===== src/hdl/cgra_pkg.sv =====
package cgra_pkg;

    localparam int DATA_W = 32;
    localparam int ADDR_W = 10;
    localparam int IMM_W  = 16;
    localparam int MAX_PE = 8;

    // Index into the PE row as carried in cmd.addr
    localparam int PE_IDX_W = $clog2(MAX_PE);

    typedef enum logic [2:0] {
        CMD_CFG_PE  = 3'd0,
        CMD_CFG_LSU = 3'd1,
        CMD_MEM_WR  = 3'd2,
        CMD_MEM_RD  = 3'd3,
        CMD_RUN     = 3'd4
    } host_op_e;

    typedef enum logic [2:0] {
        OP_PASS = 3'd0,
        OP_ADD  = 3'd1,
        OP_SUB  = 3'd2,
        OP_MUL  = 3'd3,
        OP_AND  = 3'd4,
        OP_XOR  = 3'd5,
        OP_SHL  = 3'd6
    } pe_op_e;

    typedef struct packed {
        host_op_e            op;
        logic [ADDR_W-1:0]   addr;
        logic [DATA_W-1:0]   data;
    } host_cmd_t;

    typedef struct packed {
        pe_op_e              op;
        logic [IMM_W-1:0]    imm;   // Sign-extended in the PE
    } pe_cfg_t;

    localparam int PE_CFG_W = $bits(pe_cfg_t);

    typedef struct packed {
        logic [ADDR_W-1:0]   src_base;
        logic [ADDR_W-1:0]   dst_base;
        logic [ADDR_W-1:0]   count;
    } lsu_cfg_t;

    typedef struct packed {
        logic [DATA_W-1:0]   data;
    } host_rsp_t;

    typedef struct packed {
        logic                valid;
        logic [DATA_W-1:0]   data;
    } stream_t;

endpackage


===== src/hdl/cgra_store_lsu.sv =====
`timescale 1ns/1ps

module cgra_store_lsu import cgra_pkg::*; (
    input  logic                clk,
    input  logic                arst_n,
    input  logic                start,
    input  lsu_cfg_t            lsu_cfg,
    input  stream_t             in,
    output logic                we,
    output logic [ADDR_W-1:0]   waddr,
    output logic [DATA_W-1:0]   wdata,
    output logic                done
);

    logic [ADDR_W-1:0]   idx_q;
    logic                last_wr;
    logic                zero_q;   // Empty run in flight
    logic                done_q;

    assign we      = in.valid;
    assign waddr   = lsu_cfg.dst_base + idx_q;
    assign wdata   = in.data;
    assign last_wr = in.valid && (idx_q == lsu_cfg.count - 1'b1);
    assign done    = done_q;

    always_ff @(posedge clk or negedge arst_n) begin
        if (!arst_n) begin
            idx_q  <= '0;
            zero_q <= 1'b0;
            done_q <= 1'b0;
        end else begin
            if (start) begin
                idx_q <= '0;
            end else if (in.valid) begin
                idx_q <= idx_q + 1'b1;
            end
            // Count zero still reports done two cycles after start
            zero_q <= start && (lsu_cfg.count == '0);
            done_q <= last_wr || zero_q;
        end
    end

endmodule


===== config.mk =====
export PLATFORM = sky130hd
export DESIGN_NAME = cgra_store_lsu
export DESIGN_NICKNAME = d
export VERILOG_FILES = /design/src/hdl/cgra_pkg.sv /design/src/hdl/cgra_store_lsu.sv
export SDC_FILE = /design/constraint.sdc
export NUM_CORES = 1
export LEC_CHECK = 0
export ABC_AREA = 1
export BUFFER_PORTS_ARGS = -buffer_cell sky130_fd_sc_hd__buf_4
export CORE_ASPECT_RATIO = 0.5
export CORE_MARGIN = 2
export CORE_UTILIZATION = 25
export DETAILED_ROUTE_END_ITERATION = 16
export PLACE_DENSITY_LB_ADDON = 0.08
export SLEW_MARGIN = 20
export SYNTH_ARGS = -nofsm -noshare
export SYNTH_HDL_FRONTEND = slang
export SYNTH_SLANG_ARGS = --single-unit
export TNS_END_PERCENT = 5

===== constraint.sdc =====
create_clock -name clk -period 2.1 [get_ports clk]
set_clock_uncertainty 0.15 [all_clocks]
set_input_delay 0.105 -clock clk [delete_from_list [all_inputs] [get_ports clk]]
set_output_delay 0.105 -clock clk [all_outputs]
set_load 0.05 [all_outputs]

[Yosys cells after proc, flatten, opt, wreduce, memory -nomap -nowiden]
Index checks and enable logic that the tools add are counted.
Word-level totals
  flip-flop bits (word level): 12
  logic and storage cells: 14
Cells by class
  $add $sub $neg: 3
  equal/unequal tests: 1
  multiplexer cells: 2
  reduce and logical (&&, ||, !) cells: 5
Operators by type and width (count)
  10-bit two-way mux: 2
  10-bit by 1-bit adder with 10-bit output (second input constant): 1
  10-bit adder: 1
  10-bit equality test: 1
  10-bit logical NOT: 1
  10-bit by 1-bit subtractor with 10-bit output (second input constant): 1
  1-bit logical AND: 2
  2-bit nonzero test: 1
  1-bit logical OR: 1

[Logic depth before layout (Yosys ltp)]
Gate-level depths: netlist (run 1).
  depth after elaboration: 4
  depth in mapped cells: 12

[Worst setup path before layout (run 1)]
Ideal clock, no wire load.
  kind: flip-flop to output port
  from: reg idx_q[0]
  to: out waddr[8]
  arrival time: 2.221 ns
  path slack: -0.376 ns
  stages on the path, launching flop included: 8
  buffers on the path: 0
  path through: dfrtp_1 ha_1 inv_1 fa_1 o21ai_1 nand4_1 nand3_1 xor2_1
On the way
  cells in the longest elaborated chain, start to end: 1
RTL lines
  start, declared: line cgra_store_lsu.sv:15  | logic [ADDR_W-1:0] idx_q;
  start signal, assigned: line cgra_store_lsu.sv:35  | idx_q <= idx_q + 1'b1;
  10-bit adder: line cgra_store_lsu.sv:21  | assign waddr = lsu_cfg.dst_base + idx_q;
  end, declared: line cgra_store_lsu.sv:10  | output logic [ADDR_W-1:0] waddr,
Every way passes these cells.

[Final worst setup path (run 1)]
Ends and elaborated chain as after synthesis.

==> run metrics, run 1 <==
status complete, but fails checks; failing checks setup timing; register area share after synthesis 18.5%; Max Cap Viol 0; Ys Warns 0; Slew headroom 79.7%; FFs w/ async S/R, synth 100%; final setup violation count 2; root buffer cell clkbuf_16; placement-stage cell area 0.00185 mm^2; detailed-placement wirelength estimate 3400 um; clk slew on worst S/H paths 40 ps; CTS Buf Count 3; post-route insts no fill 364; Vias/cell 4.13; Syn-to-layout area delta 27.8%; top sig layer met4; Post-synth top cells nand2_1, buf_4, inv_1, nand3_1, nor2_1; switching power 283 uW; fin. max-slew vios 0; I/O Pins 110; R2R Path End done; largest net degree at the start of global routing 13; sw frac 30.6%; Worst Tran Pin Value 305 ps; antenna-violating nets left 0; CP Launch Type flop; Post-CTS Setup Bufs 0; Pwr Density 446 mW/mm^2; Final Hold Viols 0; pre-CTS setup slack -28.6 ps; Total GRT Usage 11.5%; Syn Nets 333; post-DR wirelength/cell 11.1 um; R2R cell count 12; TritonCTS clock tree done; R2R Setup Slk 470 ps; P_leak 1.05 nW; r2r startpoint idx_q[3]; CP endpoint waddr[8]; filler cell count 697; Die H 60.9 um; RSZ-0062 raised after global routing true; Ant. Diodes 0; Yosys top cell by area dfrtp_1; final wirelength 4030 um; port bufs 35; Worst setup EP type output pin; Layout Nets 355; Worst Path Max Fanout 3; vias in the first global route 1413; CTS max path bufs 2; finished layout cell area 0.00207 mm^2; DIE WIDTH 118 um; Worst EP arrival 1910 ps; Mapped Area 0.00162 mm^2; M1 WL 2180 um; WL met3 191 um; Post-synth EDFFs 0; core area 0.00616 mm^2; global placer's final weighted congestion 0.745; WHS 39.7 ps; WL met2 1550 um; CTS H-tree depth 1; crit share post-route 103%; Synth top area share 18.5%; Multi-input gate area 0.00103 mm^2; layout cells sized above 1 27.2%; Internal 640 uW; Mean Syn Cell Area 6.35 um^2; Clock Sinks 12; Cells after Synth 255; Netlist cell types 23; crit path launch idx_q[0]; Critical Setup Path Class reg2out; DRT iter0 DRCs 50; via count 1502; required time worst endpoint 1850 ps; die area 0.00718 mm^2; setup ws final -68.1 ps; combinational group share of total power 32.3%; count leader, synth nand2_1; Row Count 20; placed cells 356; peak supply drop 0.207 mV; Yosys reg bits 12; fin util 33.6%; Clock power frac 41.9%; antenna violations before repair 0; clk_lat worst skew 240 ps; first-pass GRT wire length 6490 um; Starting Density 26.3%; min Tclk post-route 2170 ps; DRC violations left 0; gr ovfl total 0; worst min-delay path class in2reg; Fmax 461 MHz; DRT Pass-1 Iters 4; top cells by area, synth dfrtp_1, buf_4, nand2_1; FF/Latch Area 300 um^2; Main synth FF type dfrtp_1; register share of total power 25.8%
cell type report:
cell class                      instances  share of cell area (%)
Tap cell                               88                    5.32
Inverter                               37                    6.71
Timing Repair Buffer                   50                    19.3
Multi-Input combinational cell        173                    49.8
Sequential cell                        12                    14.5
Clock buffer                            4                    4.29
worst min-delay path by stage:
stage               start   endpoint  slack (ps)  cells past startpoint
4_1_cts        lsu_cfg[8]     zero_q          40                      4
3_5_place_dp       arst_n   idx_q[1]        -200                      1
5_1_grt            in[11]  wdata[11]          60                      0
3_3_place_gp       arst_n   idx_q[1]        -200                      1
6_report       lsu_cfg[8]     zero_q          40                      4
2_1_floorplan      arst_n       done        -340                      0
flip-flops by register name, indices dropped and copies added, names as in the netlist:
register,count
done,1
idx_q,10
zero_q,1
layer usage:
metal	vias to the layer above	GRT usage (%)
met5	-	0
met4	0	8.09
met3	20	1.32
met2	38	17.4
met1	629	15.9
li1	815	-
through the flow:
| stage | power, mW | setup TNS [ps] |
|---|---|---|
| finish | 0.923 | -84.6 |
| global route | 0.970 | -550 |
| CTS | 0.931 | -170 |
| detailed placement | 0.523 | -28.6 |
| global placement | 0.522 | 0 |
| floorplan | 0.580 | -554 |
cell families after synthesis:
family                     synth area share, %
xor gates and xnor gates                  6.49
AOI/OAI and AO/OA                         8.19
and+or+nand+nor                           33.2
buffers and inverters                     23.9
DFF                                       18.5
adders and majority gates                 9.74
timing repair:
item | CTS | global route
setup endpoints to repair | 6 | 6
pin swaps | 1 | 1
gates resized for setup | 11 | 7
hold buffers | 4 | 0
endpoints found under the hold margin | 16 | 0
layout by cell type, fill, tap and decap left out, drive strengths merged:
master	instances
dlygate4sd3	4
nor2	26
ha	11
buf	46
a211oi	1
fa	1
nand3	25
nor3	6
inv	37
xor2	6
a21oi	12
o211ai	1
clkbuf	4
nor3b	1
a21o	1
dfrtp	12
o21ai	10
xnor2	6
nand2	64
nand4	2
worst max-delay path, cell delays in order, from the launching register on:
cell and delay [ps]:
dfrtp_1 350, ha_1 170, inv_1 80, fa_2 380, o21ai_4 160, nand4_1 110
nand3_2 90, xor2_2 150, buf_6 170
power by group through the flow:
stage	sequential, mW	clock, mW	combinational, mW
final	0.238	0.387	0.298
after global routing	0.238	0.405	0.327
after CTS	0.238	0.396	0.296
after detailed placement	0.241	0	0.282
after global placement	0.241	0	0.281
after floorplan	0.244	0	0.336
Power figures use the tool's default switching activity.
==> run 2, diff against run 1 <==
--- a/config.mk
+++ b/config.mk
@@ -5,7 +5,6 @@
 export SDC_FILE = /design/constraint.sdc
 export NUM_CORES = 1
 export LEC_CHECK = 0
-export ABC_AREA = 1
 export BUFFER_PORTS_ARGS = -buffer_cell sky130_fd_sc_hd__buf_4
 export CORE_ASPECT_RATIO = 0.5
 export CORE_MARGIN = 2
==> run 2 against run 1 <==
The flow still finishes with violations (setup timing); wire length fell by 16%; area after synthesis fell by 10%; utilization rose by 0.71 points; sequential power barely moved; worst hold slack got worse by 12 ps; sequential share of layout area rose by 1.2 points; worst setup slack got worse by 270 ps; critical path type unchanged.
==> run metrics, run 2 <==
Vias/cell 4.38 (was 4.13); DIE WIDTH 112 um (was 118 um); most common cell after layout, fill and taps aside buf_4 (was nand2_1); Row Count 19 (was 20); CTS max path bufs 2 (unchanged); xor/xnor share of the synthesized area 16.8% (was 6.49%); fin util 34.3% (was 33.6%); Netlist cell types 39 (was 23); R2R Setup Slk 320 ps (was 470 ps); largest net degree at the start of global routing 13 (unchanged); Ant. Diodes 0 (unchanged); top cells by area, synth dfrtp_1, buf_4, ha_1 (was dfrtp_1, buf_4, nand2_1); Worst EP arrival 2190 ps (was 1910 ps); r2r startpoint idx_q[3] (unchanged); detailed-placement wirelength estimate 2750 um (was 3400 um); setup ws final -340 ps (was -68.1 ps); FFs w/ async S/R, synth 100% (unchanged); clk slew on worst S/H paths 40 ps (about the same); Critical Setup Path Class reg2out (unchanged); hold path cells 3 (was 4); port bufs 35 (unchanged); fin. max-slew vios 0 (unchanged); Pwr Density 457 mW/mm^2 (was 446 mW/mm^2); required time worst endpoint 1850 ps (about the same); FF/Latch Area 300 um^2 (unchanged); cell breakdown of the critical path ha_1 > a21o_1 > a21o_1 > a311oi_2 > o21bai_1 > a21oi_2 > xnor2_2 > buf_6 (was ha_1 > inv_1 > fa_2 > o21ai_4 > nand4_1 > nand3_2 > xor2_2 > buf_6); Post-synth top cells buf_4, nor2_1, xnor2_1, xor2_1, dfrtp_1 (was nand2_1, buf_4, inv_1, nand3_1, nor2_1); Worst Path Max Fanout 3 (unchanged); Worst setup EP type output pin (unchanged); max reg flops 10 (unchanged); largest family of logic cells by synthesized area buffers and inverters (was simple AND/OR/NAND/NOR gates); WL met2 1420 um (was 1550 um); DRT iter0 DRCs 75 (was 50); final wirelength 3390 um (was 4030 um); die area 0.00649 mm^2 (was 0.00718 mm^2); Post-synth EDFFs 0 (unchanged); CP most frequent cell a21o_1; Total GRT Usage 10.9% (was 11.5%); Mean Syn Cell Area 8.33 um^2 (was 6.35 um^2); TritonCTS clock tree done (unchanged); count leader, synth buf_4 (was nand2_1); hold path start in[32] (was lsu_cfg[8]); R2R cell count 5 (was 12); status complete, but fails checks (unchanged); P_leak 0.959 nW (was 1.05 nW); antenna-violating nets left 0 (unchanged); R2R Path End done (unchanged); CTS Buf Count 3 (unchanged); vias in the first global route 1161 (was 1413); crit share post-route 116% (was 103%); M1 WL 1670 um (was 2180 um); area fraction in compound gates after synthesis 13.4% (was 8.19%); Ys Warns 0 (unchanged); Clock Sinks 12 (unchanged); pre-CTS setup slack -237 ps (was -28.6 ps); first-pass GRT wire length 5620 um (was 6490 um); Post-Synth Simple-Gate Area 14.9% (was 33.2%); antenna violations before repair 0 (unchanged); Syn-to-layout area delta 31.0% (was 27.8%); total power 872 uW (was 923 uW); CP Launch Type flop (unchanged); min Tclk post-route 2440 ps (was 2170 ps); Starting Density 26.2% (was 26.3%); top sig layer met4 (unchanged); Slowest-stage cell, CP dfrtp_1 (was fa_2); Largest Register idx_q (unchanged); Worst Tran Pin Value 463 ps (was 305 ps); Die H 58.0 um (was 60.9 um); Setup Total Neg Slack -1660 ps (was -84.6 ps); mux share of post-synthesis cell area 2.83% (was 0%); Fmax 410 MHz (was 461 MHz); WL met3 231 um (was 191 um); failing checks setup timing (unchanged); Yosys reg bits 12 (unchanged); global placer's final weighted congestion 0.716 (was 0.745); Syn Nets 253 (was 333); DRT Pass-1 Iters 4 (unchanged); core area 0.00556 mm^2 (was 0.00616 mm^2); post-route insts no fill 272 (was 364); register area share after synthesis 20.6% (was 18.5%); post-synthesis adder-cell area fraction 10.8% (was 9.74%); Main synth FF type dfrtp_1 (unchanged); I/O Pins 110 (unchanged); via count 1192 (was 1502); placed cells 262 (was 356); Synth top area share 20.6% (was 18.5%); post-DR wirelength/cell 12.5 um (was 11.1 um); final setup violation count 6 (was 2); worst min-delay path class in2reg (unchanged); Cells after Synth 175 (was 255); root buffer cell clkbuf_16 (unchanged); Layout Nets 279 (was 355); peak supply drop 0.177 mV (was 0.207 mV); Multi-input gate area 937 um^2 (was 0.00103 mm^2); Final Hold Viols 0 (unchanged); Mapped Area 0.00146 mm^2 (was 0.00162 mm^2); CTS H-tree depth 1 (unchanged); filler cell count 620 (was 697); Slew headroom 68.4% (was 79.7%); clk_lat worst skew 230 ps (was 240 ps); DRC violations left 0 (unchanged); highest-count cells in the layout ignoring fill and taps buf_4, nor2_1, xor2_1 (was nand2_1, buf_4, inv_1); Hold EP idx_q[0] (was zero_q); gr ovfl total 0 (unchanged); slowest cell delay on critical path 370 ps (was 380 ps); layout cells sized above 1 37.7% (was 27.2%); Yosys top cell by area dfrtp_1 (unchanged); RSZ-0062 raised after global routing true (unchanged); Max Cap Viol 0 (unchanged)
==> run 2: cell count changes in the layout (fill, tap and decap cells not counted), sizes merged, moves of 3 or more <==
cell and delta:
a21o +4, a21oi -3, buf +8, inv -27, mux2i +3, nand2 -55
nand3 -22, nor2 -11, nor3 -4, o21ai -5, or3 +4, xnor2 +9
xor2 +7
==> run 2: cell type report <==
cell class              instances  area share (%)
multi-input cells             116            49.1
flip-flops and latches         12            15.7
clock buffers                   3            3.93
inverters                      10            1.97
repair buffers                 58            24.5
well taps                      73            4.78
==> run 2: cell families after synthesis <==
family	Yosys count
buf+inv	47
simple gates	43
compound gates	29
xor+xnor	28
fa+ha+maj	12
flops	12
mux	4
==> run 2: what timing repair did <==
| action | 4_1_cts | 5_1_grt |
|---|---|---|
| buffers inserted | 2 | 1 |
| pin swaps | 7 | 2 |
| gates resized for setup | 17 | 2 |
| hold endpoints to repair | 20 | 0 |
| hold buffers | 4 | 0 |
| endpoints found under the setup margin | 6 | 6 |
==> run 2: worst max-delay path by stage <==
stage          endpoint     start  cells past startpoint  slack [ps]
6_report       waddr[7]  idx_q[1]                      8        -340
4_1_cts        waddr[8]  idx_q[0]                     11        -370
3_3_place_gp   waddr[8]  idx_q[0]                     11        -220
2_1_floorplan  waddr[4]  idx_q[0]                      7        -240
5_1_grt        waddr[9]  idx_q[1]                      8        -450
3_5_place_dp   waddr[8]  idx_q[0]                     11        -240
==> run 2: worst max-delay path, delay by kind of cell, from the launching register on <==
| family | cells | cell delay [ps] |
|---|---|---|
| flops | 1 | 370 |
| xor+xnor | 1 | 130 |
| fa+ha+maj | 1 | 270 |
| compound gates | 5 | 1000 |
| buf+inv | 1 | 170 |
==> run 2: where the power goes <==
part | total (mW) | switching [mW] | internal [mW]
Sequential | 0.238 | 0.00224 | 0.236
Clock | 0.335 | 0.0878 | 0.247
Combinational | 0.299 | 0.168 | 0.131
==> run 2: metrics by stage <==
stage,area [um^2],hold slack (ps)
detailed placement,1700,-190
finish,1910,27.2
global route,1910,58.0
floorplan,1490,-341
global placement,1700,-188
CTS,1890,25.6
==> run 2: per-layer routing <==
metal	GRT usage (%)	vias up
met1	15.6	521
met4	5.75	0
met2	16.3	42
li1	-	615
met5	0	-
met3	1.26	14
==> run 3, diff against run 2 <==
--- a/config.mk
+++ b/config.mk
@@ -7,11 +7,11 @@
 export LEC_CHECK = 0
 export BUFFER_PORTS_ARGS = -buffer_cell sky130_fd_sc_hd__buf_4
 export CORE_ASPECT_RATIO = 0.5
-export CORE_MARGIN = 2
 export CORE_UTILIZATION = 25
+export CTS_CLUSTER_DIAMETER = 60
 export DETAILED_ROUTE_END_ITERATION = 16
 export PLACE_DENSITY_LB_ADDON = 0.08
-export SLEW_MARGIN = 20
+export SLEW_MARGIN = 15
 export SYNTH_ARGS = -nofsm -noshare
 export SYNTH_HDL_FRONTEND = slang
 export SYNTH_SLANG_ARGS = --single-unit
==> run 3 against run 2 <==
The flow still finishes with violations (setup timing); global-route usage grew 1.1 points; final cell count shrank 0.74%; non-clock buffer count shrank 2; cell area shrank 1.6%; combinational power is essentially flat; critical endpoint is now waddr[9]; largest cell class unchanged; highest routed layer unchanged.
==> run metrics, run 3 (synthesis results as in run 2) <==
status complete, but fails checks (unchanged); failing checks setup timing (unchanged); cell breakdown of the critical path ha_1 > a21o_1 > a21o_1 > a311oi_2 > o21ai_1 > a21oi_2 > xnor2_2 > buf_6 (was ha_1 > a21o_1 > a21o_1 > a311oi_2 > o21bai_1 > a21oi_2 > xnor2_2 > buf_6); I/O Pins 110 (unchanged); port bufs 35 (unchanged); Die H 56.0 um (was 58.0 um); final setup violation count 6 (unchanged); Worst Tran Pin Value 512 ps (was 463 ps); Layout Nets 277 (was 279); Syn-to-layout area delta 28.8% (was 31.0%); WHS 23.1 ps (was 27.2 ps); crit share post-route 116% (about the same); Vias/cell 4.37 (was 4.38); peak supply drop 0.198 mV (was 0.177 mV); fin util 33.9% (was 34.3%); final wirelength 3340 um (was 3390 um); detailed-placement wirelength estimate 2780 um (was 2750 um); CTS H-tree depth 1 (unchanged); slowest cell delay on critical path 380 ps (was 370 ps); Setup Total Neg Slack -1370 ps (was -1660 ps); antenna-violating nets left 0 (unchanged); post-DR wirelength/cell 12.4 um (was 12.5 um); Starting Density 26.3% (was 26.2%); CTS Buf Count 3 (unchanged); Clock power frac 38.7% (was 38.4%); layout cells sized above 1 36.5% (was 37.7%); CTS max path bufs 2 (unchanged); fin. max-slew vios 0 (unchanged); Worst Path Max Fanout 3 (unchanged); Ant. Diodes 0 (unchanged); min Tclk post-route 2430 ps (was 2440 ps); placed cells 262 (unchanged); Clock Sinks 12 (unchanged); Slowest-stage cell, CP dfrtp_1 (unchanged); core area 0.00554 mm^2 (was 0.00556 mm^2); Final Hold Viols 0 (unchanged); worst min-delay path class in2reg (unchanged); root buffer cell clkbuf_16 (unchanged); largest net degree at the start of global routing 13 (unchanged); most common cell after layout, fill and taps aside buf_4 (unchanged); Critical Setup Path Class reg2out (unchanged); switching power 259 uW (was 258 uW); clk_lat worst skew 240 ps (was 230 ps); register share of total power 27.4% (was 27.3%); Pwr Density 464 mW/mm^2 (was 457 mW/mm^2); required time worst endpoint 1850 ps (about the same); placement-stage cell area 0.00170 mm^2 (unchanged); CP most frequent cell a21o_1 (unchanged); post-route insts no fill 270 (was 272); global placer's final weighted congestion 0.726 (was 0.716); vias in the first global route 1215 (was 1161); total power 872 uW (about the same); Fmax 411 MHz (was 410 MHz); RSZ-0062 raised after global routing true (unchanged); Total GRT Usage 11.9% (was 10.9%); DRC violations left 0 (unchanged); Max Cap Viol 0 (unchanged); sw frac 29.7% (was 29.6%); Slew headroom 65.9% (was 68.4%); die area 0.00616 mm^2 (was 0.00649 mm^2); gr ovfl total 0 (unchanged); finished layout cell area 0.00188 mm^2 (was 0.00191 mm^2); filler cell count 597 (was 620); P_leak 0.941 nW (was 0.959 nW); CP Launch Type flop (unchanged); clk slew on worst S/H paths 40 ps (about the same); Worst EP arrival 2180 ps (was 2190 ps); DRT Pass-1 Iters 4 (unchanged); pre-CTS setup slack -257 ps (was -237 ps); combinational group share of total power 34.0% (was 34.3%); via count 1181 (was 1192); setup ws final -334 ps (was -340 ps); highest-count cells in the layout ignoring fill and taps buf_4, nor2_1, xor2_1 (unchanged); Largest Register idx_q (unchanged); first-pass GRT wire length 5730 um (was 5620 um); Internal 612 uW (was 614 uW); DRT iter0 DRCs 56 (was 75); Row Count 19 (unchanged); Worst setup EP type output pin (unchanged); DIE WIDTH 110 um (was 112 um); max reg flops 10 (unchanged); antenna violations before repair 0 (unchanged); TritonCTS clock tree done (unchanged)
[run 3: cell types whose count changed in the layout (fill, tap and decap cells not counted)]
cell     before  now
buf_6         6    5
nor2_4        1    0
xnor2_2       6    5
nor2_2        0    1
buf_4        48   47
xnor2_1       9   10
[run 3: path summary, 6_finish.rpt]
path / from / end / slack, ps / cells past startpoint
setup / recovery: idx_q[1] / waddr[9] / -330 / 8
hold / removal: in[32] / idx_q[0] / 20 / 3
setup reg to reg: idx_q[0] / done / 300 / 6
hold reg to reg: zero_q / done / 320 / 1
max in group asynchronous: arst_n / idx_q[0] / 1550 / 2
min in group asynchronous: arst_n / idx_q[9] / 100 / 2
[run 3: layer usage]
layer	up-vias	global-route usage (%)	wire length [um]
met2	31	16.9	1300
met5	-	0	0
met3	16	1.41	198
met1	525	17.2	1750
met4	0	7.05	93
li1	609	-	-
[run 3: layout make-up]
type	count	area [um^2]	area share [%]
multi-input combinational	116	925	49.2
clock buffer	3	75.1	4.00
sequential	12	300	16.0
tap	73	91.3	4.86
timing repair buffer	56	449	23.9
inverter	10	37.5	2.00
[run 3: power by group through the flow]
stage          combinational (mW)  clock [mW]  sequential, mW
2_1_floorplan               0.333           0           0.245
6_report                    0.296       0.337           0.239
5_1_grt                     0.324       0.360           0.239
3_5_place_dp                0.282           0           0.242
4_1_cts                     0.297       0.345           0.239
3_3_place_gp                0.282           0           0.242
[run 3: repair_timing]
action / CTS / global route
setup buffers: 1 / 0
pin swaps: 7 / 2
gates resized for setup: 14 / 2
hold buffers: 4 / 0
endpoints found under the setup margin: 6 / 6
gates cloned: 0 / 0
endpoints found under the hold margin: 23 / 0
[run 3: critical path: cells and delay by family (launching register included)]
family | cells | cell delay (ps)
AO/OA/AOI/OAI | 5 | 980
flip-flops | 1 | 380
buffers and inverters | 1 | 170
adder cells (fa/ha/maj) | 1 | 270
XOR/XNOR | 1 | 130
